[config.mk]
export PLATFORM = sky130hd
export DESIGN_NAME = divmmc
export DESIGN_NICKNAME = d
export VERILOG_FILES = /design/src/divmmc_pkg.sv /design/src/divmmc.sv /design/src/divmmc_sd_port.sv /design/src/divmmc_spi.sv /design/src/divmmc_mem_map.sv /design/src/divmmc_automap.sv
export SDC_FILE = /design/constraint.sdc
export NUM_CORES = 1
export LEC_CHECK = 0
export ABC_AREA = 1
export BUFFER_PORTS_ARGS = -buffer_cell sky130_fd_sc_hd__buf_2
export CORE_AREA = 2 2 73 75
export CTS_CLUSTER_DIAMETER = 100
export DETAILED_ROUTE_END_ITERATION = 12
export DIE_AREA = 0 0 75 77
export PLACE_DENSITY = 0.74
export SLEW_MARGIN = 20
export SYNTH_ARGS = -nofsm -noshare
export SYNTH_HDL_FRONTEND = slang
export SYNTH_SLANG_ARGS = --single-unit
[constraint.sdc]
create_clock -name clk -period 2.7 [get_ports clk]
set_input_delay 0.27 -clock clk [delete_from_list [all_inputs] [get_ports clk]]
set_output_delay 0.27 -clock clk [all_outputs]
set_load 0.02 [all_outputs]
[src/divmmc_pkg.sv]
package divmmc_pkg;

   //////////////////////////////////////////////////////////////////////
   // I/O ports, low address byte only
   //////////////////////////////////////////////////////////////////////
   localparam logic [7:0] ctrl_port = 8'hE3;  // Control register
   localparam logic [7:0] cs_port   = 8'hE7;  // SD card chip select
   localparam logic [7:0] spi_port  = 8'hEB;  // SPI data

   // Deferred entry points, paged in after the M1 phase
   localparam logic [15:0] automap_entry_0 = 16'h0000;  // Reset
   localparam logic [15:0] automap_entry_1 = 16'h0008;  // RST 8, error handler
   localparam logic [15:0] automap_entry_2 = 16'h0038;  // IM1 interrupt
   localparam logic [15:0] automap_entry_3 = 16'h0066;  // NMI
   localparam logic [15:0] automap_entry_4 = 16'h04C6;  // Tape save
   localparam logic [15:0] automap_entry_5 = 16'h0562;  // Tape load

   localparam logic [7:0]  automap_rom3_hi   = 8'h3D;            // Immediate page-in
   localparam logic [12:0] automap_exit_base = 13'b0001111111111; // 1FF8-1FFF

   localparam logic [5:0] mapram_page = 6'd3;  // Write-protected in MAPRAM mode

   // Half-bit counter end, 8 bits of two phases each
   localparam logic [4:0] spi_count_end = 5'd16;

   //////////////////////////////////////////////////////////////////////
   // Bus and register types
   //////////////////////////////////////////////////////////////////////
   typedef struct packed {
      logic [15:0] a;
      logic        mreq_n;
      logic        iorq_n;
      logic        rd_n;
      logic        wr_n;
      logic        m1_n;
   } z80_bus_t;

   typedef struct packed {
      logic       conmem;  // Force mapping
      logic       mapram;  // SRAM page 3 replaces the EEPROM
      logic [5:0] page;    // SRAM bank at 2000-3FFF
   } divmmc_ctrl_t;

   typedef struct packed {
      logic       eeprom_cs_n;
      logic       eeprom_we_n;
      logic       sram_cs_n;
      logic       sram_we_n;
      logic [5:0] sram_hiaddr;
   } mem_sel_t;

   typedef struct packed {
      logic ss_n;
      logic sck;
      logic mosi;
   } spi_pins_t;

endpackage
[src/divmmc.sv]
module divmmc (
   input  logic                  clk,
   input  logic                  rst_n,
   // CPU bus
   input  divmmc_pkg::z80_bus_t  bus,
   input  logic [7:0]            d_in,
   output logic [7:0]            d_out,
   output logic                  d_oe,
   // Jumper and NMI
   input  logic                  program_n,
   input  logic                  nmi_button_n,
   output logic                  nmi_to_cpu_n,  // Open drain on the board
   // Memories and host ROM
   output logic                  zxromcs,
   output divmmc_pkg::mem_sel_t  mem,
   // SD card
   input  logic                  miso,
   output divmmc_pkg::spi_pins_t sd
);

   logic paged;  // Automapper state, feeds the memory decode

   divmmc_automap automap_inst (
      .clk          (clk),
      .rst_n        (rst_n),
      .bus          (bus),
      .program_n    (program_n),
      .nmi_button_n (nmi_button_n),
      .paged        (paged),
      .nmi_to_cpu_n (nmi_to_cpu_n)
   );

   divmmc_mem_map mem_map_inst (
      .clk       (clk),
      .rst_n     (rst_n),
      .bus       (bus),
      .d_in      (d_in),
      .program_n (program_n),
      .paged     (paged),
      .mem       (mem),
      .zxromcs   (zxromcs)
   );

   divmmc_sd_port sd_port_inst (
      .clk   (clk),
      .rst_n (rst_n),
      .bus   (bus),
      .d_in  (d_in),
      .miso  (miso),
      .sd    (sd),
      .d_out (d_out),
      .d_oe  (d_oe)
   );

endmodule

[src/divmmc_sd_port.sv]
module divmmc_sd_port (
   input  logic                  clk,
   input  logic                  rst_n,
   input  divmmc_pkg::z80_bus_t  bus,
   input  logic [7:0]            d_in,
   input  logic                  miso,
   output divmmc_pkg::spi_pins_t sd,
   output logic [7:0]            d_out,
   output logic                  d_oe
);

   logic cs_bit;       // Card deselected after reset
   logic cs_wr;
   logic start_write;
   logic start_read;
   logic spi_sck;
   logic spi_mosi;

   //////////////////////////////////////////////////////////////////////
   // Port decode
   //////////////////////////////////////////////////////////////////////
   assign cs_wr       = !bus.iorq_n && !bus.wr_n && (bus.a[7:0] == divmmc_pkg::cs_port);
   assign start_write = !bus.iorq_n && !bus.wr_n && (bus.a[7:0] == divmmc_pkg::spi_port);
   assign start_read  = !bus.iorq_n && !bus.rd_n && (bus.a[7:0] == divmmc_pkg::spi_port);

   always_ff @(posedge clk) begin
      if (!rst_n) begin
         cs_bit <= 1'b1;
      end else if (cs_wr) begin
         cs_bit <= d_in[0];  // Bit 0 only, card 0
      end
   end

   divmmc_spi spi_inst (
      .clk         (clk),
      .rst_n       (rst_n),
      .start_write (start_write),
      .start_read  (start_read),
      .d_in        (d_in),
      .miso        (miso),
      .sck         (spi_sck),
      .mosi        (spi_mosi),
      .rx_byte     (d_out)
   );

   assign sd.ss_n = cs_bit;
   assign sd.sck  = spi_sck;
   assign sd.mosi = spi_mosi;

   assign d_oe = start_read;  // Drive the data bus only during the read

endmodule

[src/divmmc_spi.sv]
module divmmc_spi (
   input  logic       clk,
   input  logic       rst_n,
   input  logic       start_write,  // Held while the port write lasts
   input  logic       start_read,   // Held while the port read lasts
   input  logic [7:0] d_in,
   input  logic       miso,
   output logic       sck,
   output logic       mosi,
   output logic [7:0] rx_byte       // Byte returned to the CPU
);

   logic       write_cycle;
   logic       read_cycle;
   logic [4:0] count;     // Half-bit counter
   logic [7:0] tx_shift;
   logic [7:0] rx_shift;
   logic [7:0] rx_latch;  // Previous transfer, taken at read start
   logic       write_go;
   logic       read_go;
   logic       done;

   assign write_go = start_write && !write_cycle;
   assign read_go  = start_read && !read_cycle;
   assign done     = (count == divmmc_pkg::spi_count_end);

   assign sck  = count[0];     // Half the module clock
   assign mosi = tx_shift[7];  // MSB first

   //////////////////////////////////////////////////////////////////////
   // Shift engine
   //////////////////////////////////////////////////////////////////////
   always_ff @(posedge clk) begin
      if (!rst_n) begin
         write_cycle <= 1'b0;
         read_cycle  <= 1'b0;
         count       <= '0;
         tx_shift    <= 8'hFF;  // Line idles high
         rx_shift    <= '0;
         rx_latch    <= '0;
      end else if (write_go) begin
         write_cycle <= 1'b1;
         read_cycle  <= 1'b0;
         count       <= '0;
         tx_shift    <= d_in;
      end else if (read_go) begin
         read_cycle  <= 1'b1;
         write_cycle <= 1'b0;
         count       <= '0;
         rx_latch    <= rx_shift;  // Result of the last transfer
         rx_shift    <= '0;
         tx_shift    <= 8'hFF;     // Card sees all ones during a read
      end else if (write_cycle || read_cycle) begin
         if (!done) begin
            // End of the high phase, sample and move on
            if (sck) begin
               tx_shift <= {tx_shift[6:0], 1'b1};
               rx_shift <= {rx_shift[6:0], miso};
            end
            count <= count + 5'd1;
         end else begin
            // Idle until the CPU releases the strobe
            if (write_cycle && !start_write) begin
               write_cycle <= 1'b0;
            end
            if (read_cycle && !start_read) begin
               read_cycle <= 1'b0;
            end
         end
      end
   end

   // Bypass so the byte is already valid in the first cycle of the read
   assign rx_byte = read_go ? rx_shift : rx_latch;

endmodule

[src/divmmc_mem_map.sv]
module divmmc_mem_map (
   input  logic                 clk,
   input  logic                 rst_n,
   input  divmmc_pkg::z80_bus_t bus,
   input  logic [7:0]           d_in,
   input  logic                 program_n,  // Low allows EEPROM writes
   input  logic                 paged,
   output divmmc_pkg::mem_sel_t mem,
   output logic                 zxromcs     // High disables the host ROM
);

   divmmc_pkg::divmmc_ctrl_t ctrl;
   logic ctrl_wr;
   logic mapped;
   logic mapram_act;  // MAPRAM in effect, not overridden by conmem

   //////////////////////////////////////////////////////////////////////
   // Control register at E3
   //////////////////////////////////////////////////////////////////////
   assign ctrl_wr = !bus.iorq_n && !bus.wr_n && (bus.a[7:0] == divmmc_pkg::ctrl_port);

   always_ff @(posedge clk) begin
      if (!rst_n) begin
         ctrl <= '0;
      end else if (ctrl_wr) begin
         ctrl <= d_in;
      end
   end

   assign mapped     = paged || ctrl.conmem;
   assign mapram_act = ctrl.mapram && !ctrl.conmem;
   assign zxromcs    = mapped;

   //////////////////////////////////////////////////////////////////////
   // EEPROM and SRAM selects
   //////////////////////////////////////////////////////////////////////
   always_comb begin
      mem.eeprom_cs_n = 1'b1;
      mem.eeprom_we_n = 1'b1;
      mem.sram_cs_n   = 1'b1;
      mem.sram_we_n   = 1'b1;
      mem.sram_hiaddr = ctrl.page;  // Default bank
      if (!bus.mreq_n && mapped) begin
         if (bus.a[15:13] == 3'b000) begin
            // 0000-1FFF, EEPROM or SRAM page 3
            if (!mapram_act) begin
               mem.eeprom_cs_n = 1'b0;
               mem.eeprom_we_n = bus.wr_n || program_n;  // Only while programming
            end else begin
               mem.sram_cs_n   = 1'b0;
               mem.sram_hiaddr = divmmc_pkg::mapram_page;  // Read-only here
            end
         end else if (bus.a[15:13] == 3'b001) begin
            // 2000-3FFF, switchable SRAM bank
            mem.sram_cs_n = 1'b0;
            if (!mapram_act || (ctrl.page != divmmc_pkg::mapram_page)) begin
               mem.sram_we_n = bus.wr_n;
            end
         end
      end
   end

endmodule

[src/divmmc_automap.sv]
module divmmc_automap (
   input  logic                 clk,
   input  logic                 rst_n,
   input  divmmc_pkg::z80_bus_t bus,
   input  logic                 program_n,     // Low disables automapping
   input  logic                 nmi_button_n,  // Button pulls to ground
   output logic                 paged,
   output logic                 nmi_to_cpu_n
);

   logic pending;     // Paging state to take effect after M1
   logic m1_fetch;    // Opcode fetch seen while automap allowed
   logic entry_hit;
   logic rom3_hit;
   logic exit_hit;

   // Opcode fetch is the only cycle that triggers paging
   assign m1_fetch = program_n && !bus.mreq_n && !bus.rd_n && !bus.m1_n;

   assign entry_hit = (bus.a == divmmc_pkg::automap_entry_0) ||
                      (bus.a == divmmc_pkg::automap_entry_1) ||
                      (bus.a == divmmc_pkg::automap_entry_2) ||
                      (bus.a == divmmc_pkg::automap_entry_3) ||
                      (bus.a == divmmc_pkg::automap_entry_4) ||
                      (bus.a == divmmc_pkg::automap_entry_5);

   assign rom3_hit = (bus.a[15:8] == divmmc_pkg::automap_rom3_hi);
   assign exit_hit = (bus.a[15:3] == divmmc_pkg::automap_exit_base);

   //////////////////////////////////////////////////////////////////////
   // Pending flag and paged level
   //////////////////////////////////////////////////////////////////////
   always_ff @(posedge clk) begin
      if (!rst_n) begin
         pending <= 1'b0;
         paged   <= 1'b0;
      end else begin
         if (m1_fetch && entry_hit) begin
            pending <= 1'b1;  // Deferred page-in
         end else if (m1_fetch && rom3_hit) begin
            pending <= 1'b1;
            paged   <= 1'b1;  // Immediate, during this fetch
         end else if (m1_fetch && exit_hit) begin
            pending <= 1'b0;  // Deferred page-out
         end
         // After the M1 phase the pending state takes over, also over a 3Dxx hit
         if (bus.m1_n) begin
            paged <= pending;
         end
      end
   end

   // NMI only reaches the CPU while unpaged, which stops the button re-entering
   assign nmi_to_cpu_n = nmi_button_n || paged;

endmodule

==> metrics.yaml, run 1 <==
status: "completed"
cp_data_required_time_ns: 2.43
cts_max_level: 2
globalRouteTotalUtil: 0.1997
rsz_0062_raised_after_global_routing: "no"
synth-edff-count: 0
critical_path.slowest_cell: "sky130_fd_sc_hd__nor4_2"
drt_iter0_drc: 79
first_pass_iters: 4
worst_path_most_repeated_cell: "sky130_fd_sc_hd__buf_2"
postRouteAntennaNets: 0
post-synth-top-count-cell: "sky130_fd_sc_hd__nand2_1"
setup_slack_of_the_critical_path_after_layout_ns: 0.2481
dpl.hpwl_um: 4207
fin_worst_skew_ns: 0.003732
path_cells: "buf_2 > inv_1 > nand2_1 > nor4_2 > ha_1 > inv_2 > o21ai_0 > buf_2"
synth_cell_types: 35
sequential_element_share_of_the_synthesized_area: 0.3466
cts_tree: "yes"
cts_max_path_buffers: 2
synth_seq_cells: 42
layout-area-overhead-vs-synth_pct: 16.30
critPathMaxFanout: 29
peak_supply_drop_uv: 253.4
report.final.slew_viol_count: 0
cts_hold_buffers: 0
timing_worst_slew_pin_value_ns: 0.5227
grt_pass1_wl_um: 9287
wire_length_reported_by_the_detailed_router_um: 5573
clock_pin_slew_reported_for_the_worst_setup_and_hold_paths_after_clock_tree_synthesis_ns: 0.08
fraction_of_power_consumed_by_sequential_logic: 0.553
finish.instance_area_um2: 2821
finalSetupViolCount: 0
setup.worst_path.start_class: "input pin"
max-cap-violations: 0
crit_cells: 8
hold_class: "input pin to flop"
die_w_um: 75
routed_wire_length_per_instance_um: 11.17
r2r-end: "sd_port_inst.spi_inst.rx_shift[2]$_SDFFE_PN0P_"
clock.fmax_ghz: 0.4078
netlist_top_cells_count: "92 x sky130_fd_sc_hd__nand2_1, 53 x sky130_fd_sc_hd__nor2_1, 46 x sky130_fd_sc_hd__inv_1"
first_global_vias: 2180
place_congestion: 0.8730
r2r_setup_slack_ns: 0.82
vias_post_dr: 2452
worst-r2r-cell-count: 9
final_nets: 465
post-route-min-period_ns: 2.452
final.period_utilization: 0.9081
place_inst: 491
power_density_nw_per_um2: 397.8
syn_avg_cell_area_um2: 6.452
total_switching_power_w: 0.0002621
cts_root_buffer: "sky130_fd_sc_hd__clkbuf_8"
core_region_um2: 4977
yosysTopAreaCellShare: 0.3466
die_h_um: 77
synthDominantAreaCellType: "sky130_fd_sc_hd__dfxtp_1"
swShare: 0.2335
crit_path_end_kind: "output pin"
drt_drc_violations_left: 0
clkLatencyLatePin_ns: 0.29
critical_path.top_delay_family: "buffers and inverters"
power.leakage_nw: 1.300
post_cts.repair.setup_buffers: 0
cp_arrival_ns: 2.18
intPower_w: 0.0008603
viasPerCell: 4.914
crit_end: "d_out[1]"
power.share.combinational: 0.082
dp_slack_ns: 0.2916
path_buf_inv: 4
grt_antenna_before_repair: 0
maxSlewHeadroom: 0.6506
critical_path_start_end_classification: "input pin to output pin"
hold_viol_final: 0
share_clk_of_total_power: 0.365
async_reset_ff_frac: 0
dieArea_um2: 5775
yosys-top-cells-area: "sky130_fd_sc_hd__dfxtp_1 35%, sky130_fd_sc_hd__nand2_1 14%, sky130_fd_sc_hd__nand3_1 8.7%"
final.setup.tns_ns: 0
grt_overflow_total: 0
antenna_diode_count: 0
synth_fp_nets: 413
synth_top_flop_cell: "sky130_fd_sc_hd__dfxtp_1"
clock-sinks: 42
count_of_boundary_i_o_pins: 58
cts_repair_resize_count: 0
post_synthesis_cell_count: 376
initial_utilization: 0.4874
cp_slowest_stage_delay_ns: 0.39
worst_r2r_startpoint: "sd_port_inst.spi_inst.count[0]$_SDFFE_PP0P_"
layout-drive-gt1-share: 0.2075
io_buffer_count: 57
synth.yosys.warnings: 0
numCtsBuffers: 5
fillCellCount: 504
largest_net_degree_at_the_start_of_global_routing: 31
syn_area_um2: 2426
post_layout_nonfiller_instances: 499
placedInstanceArea_um2: 2730
startpoint: "bus[7]"
rows: 26
through the flow:
step,hold WS [ns],power (W),utilization
after floorplan,0.4289,0.0006828,-
after global placement,0.4464,0.0007248,0.5485
after detailed placement,0.4537,0.0007261,0.5485
after CTS,0.2758,0.001130,0.5669
after global routing,0.2959,0.001166,0.5669
final,0.2811,0.001122,0.5669
final cells by class:
| cell class | instances | area [µm²] | area share |
|---|---|---|---|
| clock inverters | 1 | 5.005 | 0.001774 |
| repair buffers | 57 | 285.3 | 0.1011 |
| flip-flops and latches | 42 | 840.8 | 0.2980 |
| multi-input cells | 272 | 1329 | 0.4710 |
| well taps | 70 | 87.58 | 0.03104 |
| inverters | 50 | 187.7 | 0.06652 |
| clock buffers | 7 | 86.33 | 0.03060 |
metal layers:
metal	track usage	vias up	wire length, µm
met5	0	-	0
met4	0.06607	0	80
met3	0.03679	7	276
met2	0.3175	62	2576
met1	0.2686	1087	2640
li1	-	1296	-
how the worst min path moves through the flow:
| stage | end | from | cells past startpoint | slack [ns] |
|---|---|---|---|---|
| 3_5_place_dp | sd_port_inst.spi_inst.tx_shift[0]$_SDFFE_PN1P_ | sd_port_inst.spi_inst.tx_shift[0]$_SDFFE_PN1P_ | 2 | 0.45 |
| 6_report | automap_inst.pending$_SDFFE_PN0P_ | bus[17] | 4 | 0.28 |
| 2_1_floorplan | sd_port_inst.spi_inst.tx_shift[0]$_SDFFE_PN1P_ | sd_port_inst.spi_inst.tx_shift[0]$_SDFFE_PN1P_ | 2 | 0.43 |
| 3_3_place_gp | sd_port_inst.spi_inst.tx_shift[0]$_SDFFE_PN1P_ | sd_port_inst.spi_inst.tx_shift[0]$_SDFFE_PN1P_ | 2 | 0.45 |
| 5_1_grt | automap_inst.pending$_SDFFE_PN0P_ | bus[17] | 4 | 0.30 |
| 4_1_cts | automap_inst.pending$_SDFFE_PN0P_ | bus[17] | 4 | 0.28 |
cell families (layout without fill, tap and decap cells):
kind of cell / Yosys count / in the layout / share of synthesized area
buf+inv: 62 / 115 / 0.1083
compound gates: 47 / 47 / 0.1088
simple gates: 219 / 219 / 0.4100
flops: 42 / 42 / 0.3466
xor+xnor: 3 / 3 / 0.01083
fa+ha+maj: 3 / 3 / 0.01547
sequential cells by signal (all words and copies together), names as in the netlist:
signal / count
automap_inst.pending: 1
sd_port_inst.spi_inst.rx_latch: 8
mem_map_inst.ctrl: 8
sd_port_inst.spi_inst.count: 5
sd_port_inst.spi_inst.tx_shift: 8
sd_port_inst.spi_inst.write_cycle: 1
sd_port_inst.spi_inst.rx_shift: 8
sd_port_inst.spi_inst.read_cycle: 1
automap_inst.paged: 1
sd_port_inst.cs_bit: 1
worst reg2reg max path: stages, from the launching register on:
cell                      delay, ns
sky130_fd_sc_hd__dfxtp_1       0.47
sky130_fd_sc_hd__inv_1         0.10
sky130_fd_sc_hd__ha_1          0.21
sky130_fd_sc_hd__nand3_2       0.17
sky130_fd_sc_hd__nand2_1       0.13
sky130_fd_sc_hd__o21ai_4       0.28
sky130_fd_sc_hd__nand2_2       0.18
sky130_fd_sc_hd__nand2_1       0.10
sky130_fd_sc_hd__nand2_1       0.06
sky130_fd_sc_hd__nor2_1        0.10
placed cells by master, fill, tap and decap left out, types with 5 or more instances in the layout:
cell                        n
sky130_fd_sc_hd__nand2_1   92
sky130_fd_sc_hd__buf_2     57
sky130_fd_sc_hd__dfxtp_1   42
sky130_fd_sc_hd__nand3_1   42
sky130_fd_sc_hd__nor2_1    53
sky130_fd_sc_hd__inv_1     46
sky130_fd_sc_hd__a21oi_1   13
sky130_fd_sc_hd__nor3_1     5
sky130_fd_sc_hd__nand2_2    5
sky130_fd_sc_hd__or2_2      8
sky130_fd_sc_hd__clkbuf_8   6
sky130_fd_sc_hd__o21ai_0   27
power groups by stage:
stage	clock network [W]	registers, W	logic (W)
3_5_place_dp	0	0.000636	0.0000904
6_report	0.000410	0.000621	0.0000916
2_1_floorplan	0	0.000635	0.0000474
4_1_cts	0.000418	0.000621	0.0000910
5_1_grt	0.000442	0.000621	0.000102
3_3_place_gp	0	0.000636	0.0000892
(Power assumes the default switching activity.)
==> inputs of run 2 (changes only) <==
--- a/config.mk
+++ b/config.mk
@@ -5,12 +5,11 @@
 export SDC_FILE = /design/constraint.sdc
 export NUM_CORES = 1
 export LEC_CHECK = 0
-export ABC_AREA = 1
 export BUFFER_PORTS_ARGS = -buffer_cell sky130_fd_sc_hd__buf_2
-export CORE_AREA = 2 2 73 75
+export CORE_AREA = 2 2 71 73
 export CTS_CLUSTER_DIAMETER = 100
 export DETAILED_ROUTE_END_ITERATION = 12
-export DIE_AREA = 0 0 75 77
+export DIE_AREA = 0 0 73 75
 export PLACE_DENSITY = 0.74
 export SLEW_MARGIN = 20
 export SYNTH_ARGS = -nofsm -noshare
==> metrics.yaml, run 2 <==
status: "completed"
die_h_um: 75
numCtsBuffers: 5
total_switching_power_w: 0.0002570
initial_utilization: 0.4889
io_buffer_count: 57
dpl.hpwl_um: 3608
vias_post_dr: 2057
critical_path.slowest_cell: "sky130_fd_sc_hd__ha_1"
cp_data_required_time_ns: 2.43
max-cap-violations: 0
count_of_boundary_i_o_pins: 58
hold_depth: 3
post_synthesis_cell_count: 273
power.share.combinational: 0.069
die_w_um: 73
routed_wire_length_per_instance_um: 12.95
drt_iter0_drc: 54
yosysTopAreaCellShare: 0.3690
fraction_of_power_consumed_by_sequential_logic: 0.523
power.leakage_nw: 1.108
syn_area_um2: 2278
cp_arrival_ns: 2.13
post_cts.repair.setup_buffers: 0
fin_worst_skew_ns: 0.003801
hold_viol_final: 0
peak_supply_drop_uv: 359.2
power_density_nw_per_um2: 442.5
worst-r2r-cell-count: 7
layout_common_cells: "57 x sky130_fd_sc_hd__buf_2, 45 x sky130_fd_sc_hd__nand2_1, 42 x sky130_fd_sc_hd__dfxtp_1, 20 x sky130_fd_sc_hd__nor2b_1, 18 x sky130_fd_sc_hd__nand3_1"
antenna_diode_count: 0
netlist_top_cells_count: "45 x sky130_fd_sc_hd__nand2_1, 42 x sky130_fd_sc_hd__dfxtp_1, 20 x sky130_fd_sc_hd__nor2b_1"
rsz_0062_raised_after_global_routing: "no"
cts_max_level: 2
first_global_vias: 1856
crit_cells: 6
setup.worst_path.start_class: "input pin"
grt_pass1_wl_um: 8004
post-route-min-period_ns: 2.397
clock.fmax_ghz: 0.4172
layout-drive-gt1-share: 0.2791
first_pass_iters: 4
post-synth-top-count-cell: "sky130_fd_sc_hd__nand2_1"
synth_top_flop_cell: "sky130_fd_sc_hd__dfxtp_1"
final.period_utilization: 0.8877
timing_worst_slew_pin_value_ns: 0.6253
syn_avg_cell_area_um2: 8.346
layout-area-overhead-vs-synth_pct: 17.57
path_buf_inv: 2
synth_seq_cells: 42
cts_max_path_buffers: 2
globalRouteTotalUtil: 0.1876
final_nets: 362
maxSlewHeadroom: 0.5831
dieArea_um2: 5475
synth_cell_types: 53
path_cells: "buf_2 > nand3b_1 > nor4_1 > ha_1 > mux2_2 > buf_2"
critical_path.top_delay_family: "simple AND/OR/NAND/NOR gates"
yosys-top-cells-area: "sky130_fd_sc_hd__dfxtp_1 37%, sky130_fd_sc_hd__nand2_1 7.4%, sky130_fd_sc_hd__nor2b_1 5.5%"
clkLatencyLatePin_ns: 0.29
core_region_um2: 4661
worst_path_most_repeated_cell: "sky130_fd_sc_hd__buf_2"
sequential_element_share_of_the_synthesized_area: 0.3690
share_clk_of_total_power: 0.408
synth.yosys.warnings: 0
rows: 25
cts_hold_buffers: 0
clock-sinks: 42
grt_antenna_before_repair: 0
wire_length_reported_by_the_detailed_router_um: 4921
largest_net_degree_at_the_start_of_global_routing: 41
clock_pin_slew_reported_for_the_worst_setup_and_hold_paths_after_clock_tree_synthesis_ns: 0.08
synthDominantAreaCellType: "sky130_fd_sc_hd__dfxtp_1"
finalSetupViolCount: 0
critical_path_start_end_classification: "input pin to output pin"
cts_repair_resize_count: 0
postRouteAntennaNets: 0
drt_drc_violations_left: 0
critPathMaxFanout: 10
report.final.slew_viol_count: 0
design_power_total_w: 0.001185
intPower_w: 0.0009285
synth-edff-count: 0
viasPerCell: 5.413
grt_overflow_total: 0
layout_commonest_cell: "sky130_fd_sc_hd__buf_2"
final.setup.tns_ns: 0
synth_fp_nets: 310
place_congestion: 0.8604
cp_slowest_stage_delay_ns: 0.50
cts_root_buffer: "sky130_fd_sc_hd__clkbuf_8"
swShare: 0.2168
crit_path_end_kind: "output pin"
async_reset_ff_frac: 0
cts_tree: "yes"
hold_class: "input pin to flop"
## run 2: final timing paths
kind                                             startpoint                                             end  slack, ns
max reg2reg     sd_port_inst.spi_inst.count[0]$_SDFFE_PP0P_  sd_port_inst.spi_inst.rx_shift[1]$_SDFFE_PN0P_       0.67
min                                                 d_in[0]                sd_port_inst.cs_bit$_SDFFE_PN1P_       0.22
min reg2reg  sd_port_inst.spi_inst.rx_latch[5]$_SDFFE_PN0N_  sd_port_inst.spi_inst.rx_latch[5]$_SDFFE_PN0N_       0.45
max                                                  bus[3]                                        d_out[3]       0.30
## run 2: power by group through the flow
stage	sequential (W)	clock (W)	combinational [W]
2_1_floorplan	0.000635	0	0.0000372
3_3_place_gp	0.000635	0	0.0000812
3_5_place_dp	0.000635	0	0.0000813
4_1_cts	0.000620	0.000499	0.0000818
5_1_grt	0.000621	0.000524	0.0000887
6_report	0.000621	0.000483	0.0000816
## run 2: routing by layer
layer / vias up / track usage / wire [µm]
met5: - / 0 / 0
met4: 0 / 0.06790 / 72
met3: 7 / 0.04685 / 303
met2: 64 / 0.3433 / 2317
met1: 928 / 0.2108 / 2228
li1: 1058 / - / -
## run 2: logic make-up (layout without fill, tap and decap cells)
| logic type | after synthesis | after routing | synth area share |
|---|---|---|---|
| mux | 17 | 17 | 0.07908 |
| fa+ha+maj | 3 | 3 | 0.01648 |
| simple gates | 146 | 146 | 0.3465 |
| xor+xnor | 4 | 4 | 0.01538 |
| compound gates | 39 | 39 | 0.1164 |
| flops | 42 | 42 | 0.3690 |
| buf+inv | 22 | 75 | 0.05711 |
## run 2: through the flow
stage	utilization	instance area, µm²	hold slack, ns	setup WS (ns)	cells
2_1_floorplan	-	2278	0.3951	0.04661	273
5_1_grt	0.5748	2679	0.2120	0.1653	380
3_5_place_dp	0.5514	2570	0.4434	0.3053	372
3_3_place_gp	0.5514	2570	0.4389	0.3616	372
6_report	0.5748	2679	0.2222	0.3031	380
4_1_cts	0.5748	2679	0.2124	0.2953	380
## run 2: layout make-up
class                           instances  area [µm²]
Clock inverter                          3       40.04
Multi-Input combinational cell        209        1320
Tap cell                               54       67.56
Sequential cell                        42       840.8
Fill cell                             417        1982
Clock buffer                            5       68.82
Inverter                                5       18.77
Timing Repair Buffer                   62       322.8
## run 2: tightest hold or removal path: stages
cell	delay (ns)
sky130_fd_sc_hd__buf_2	0.10
sky130_fd_sc_hd__mux2i_1	0.06
sky130_fd_sc_hd__nand2_1	0.05
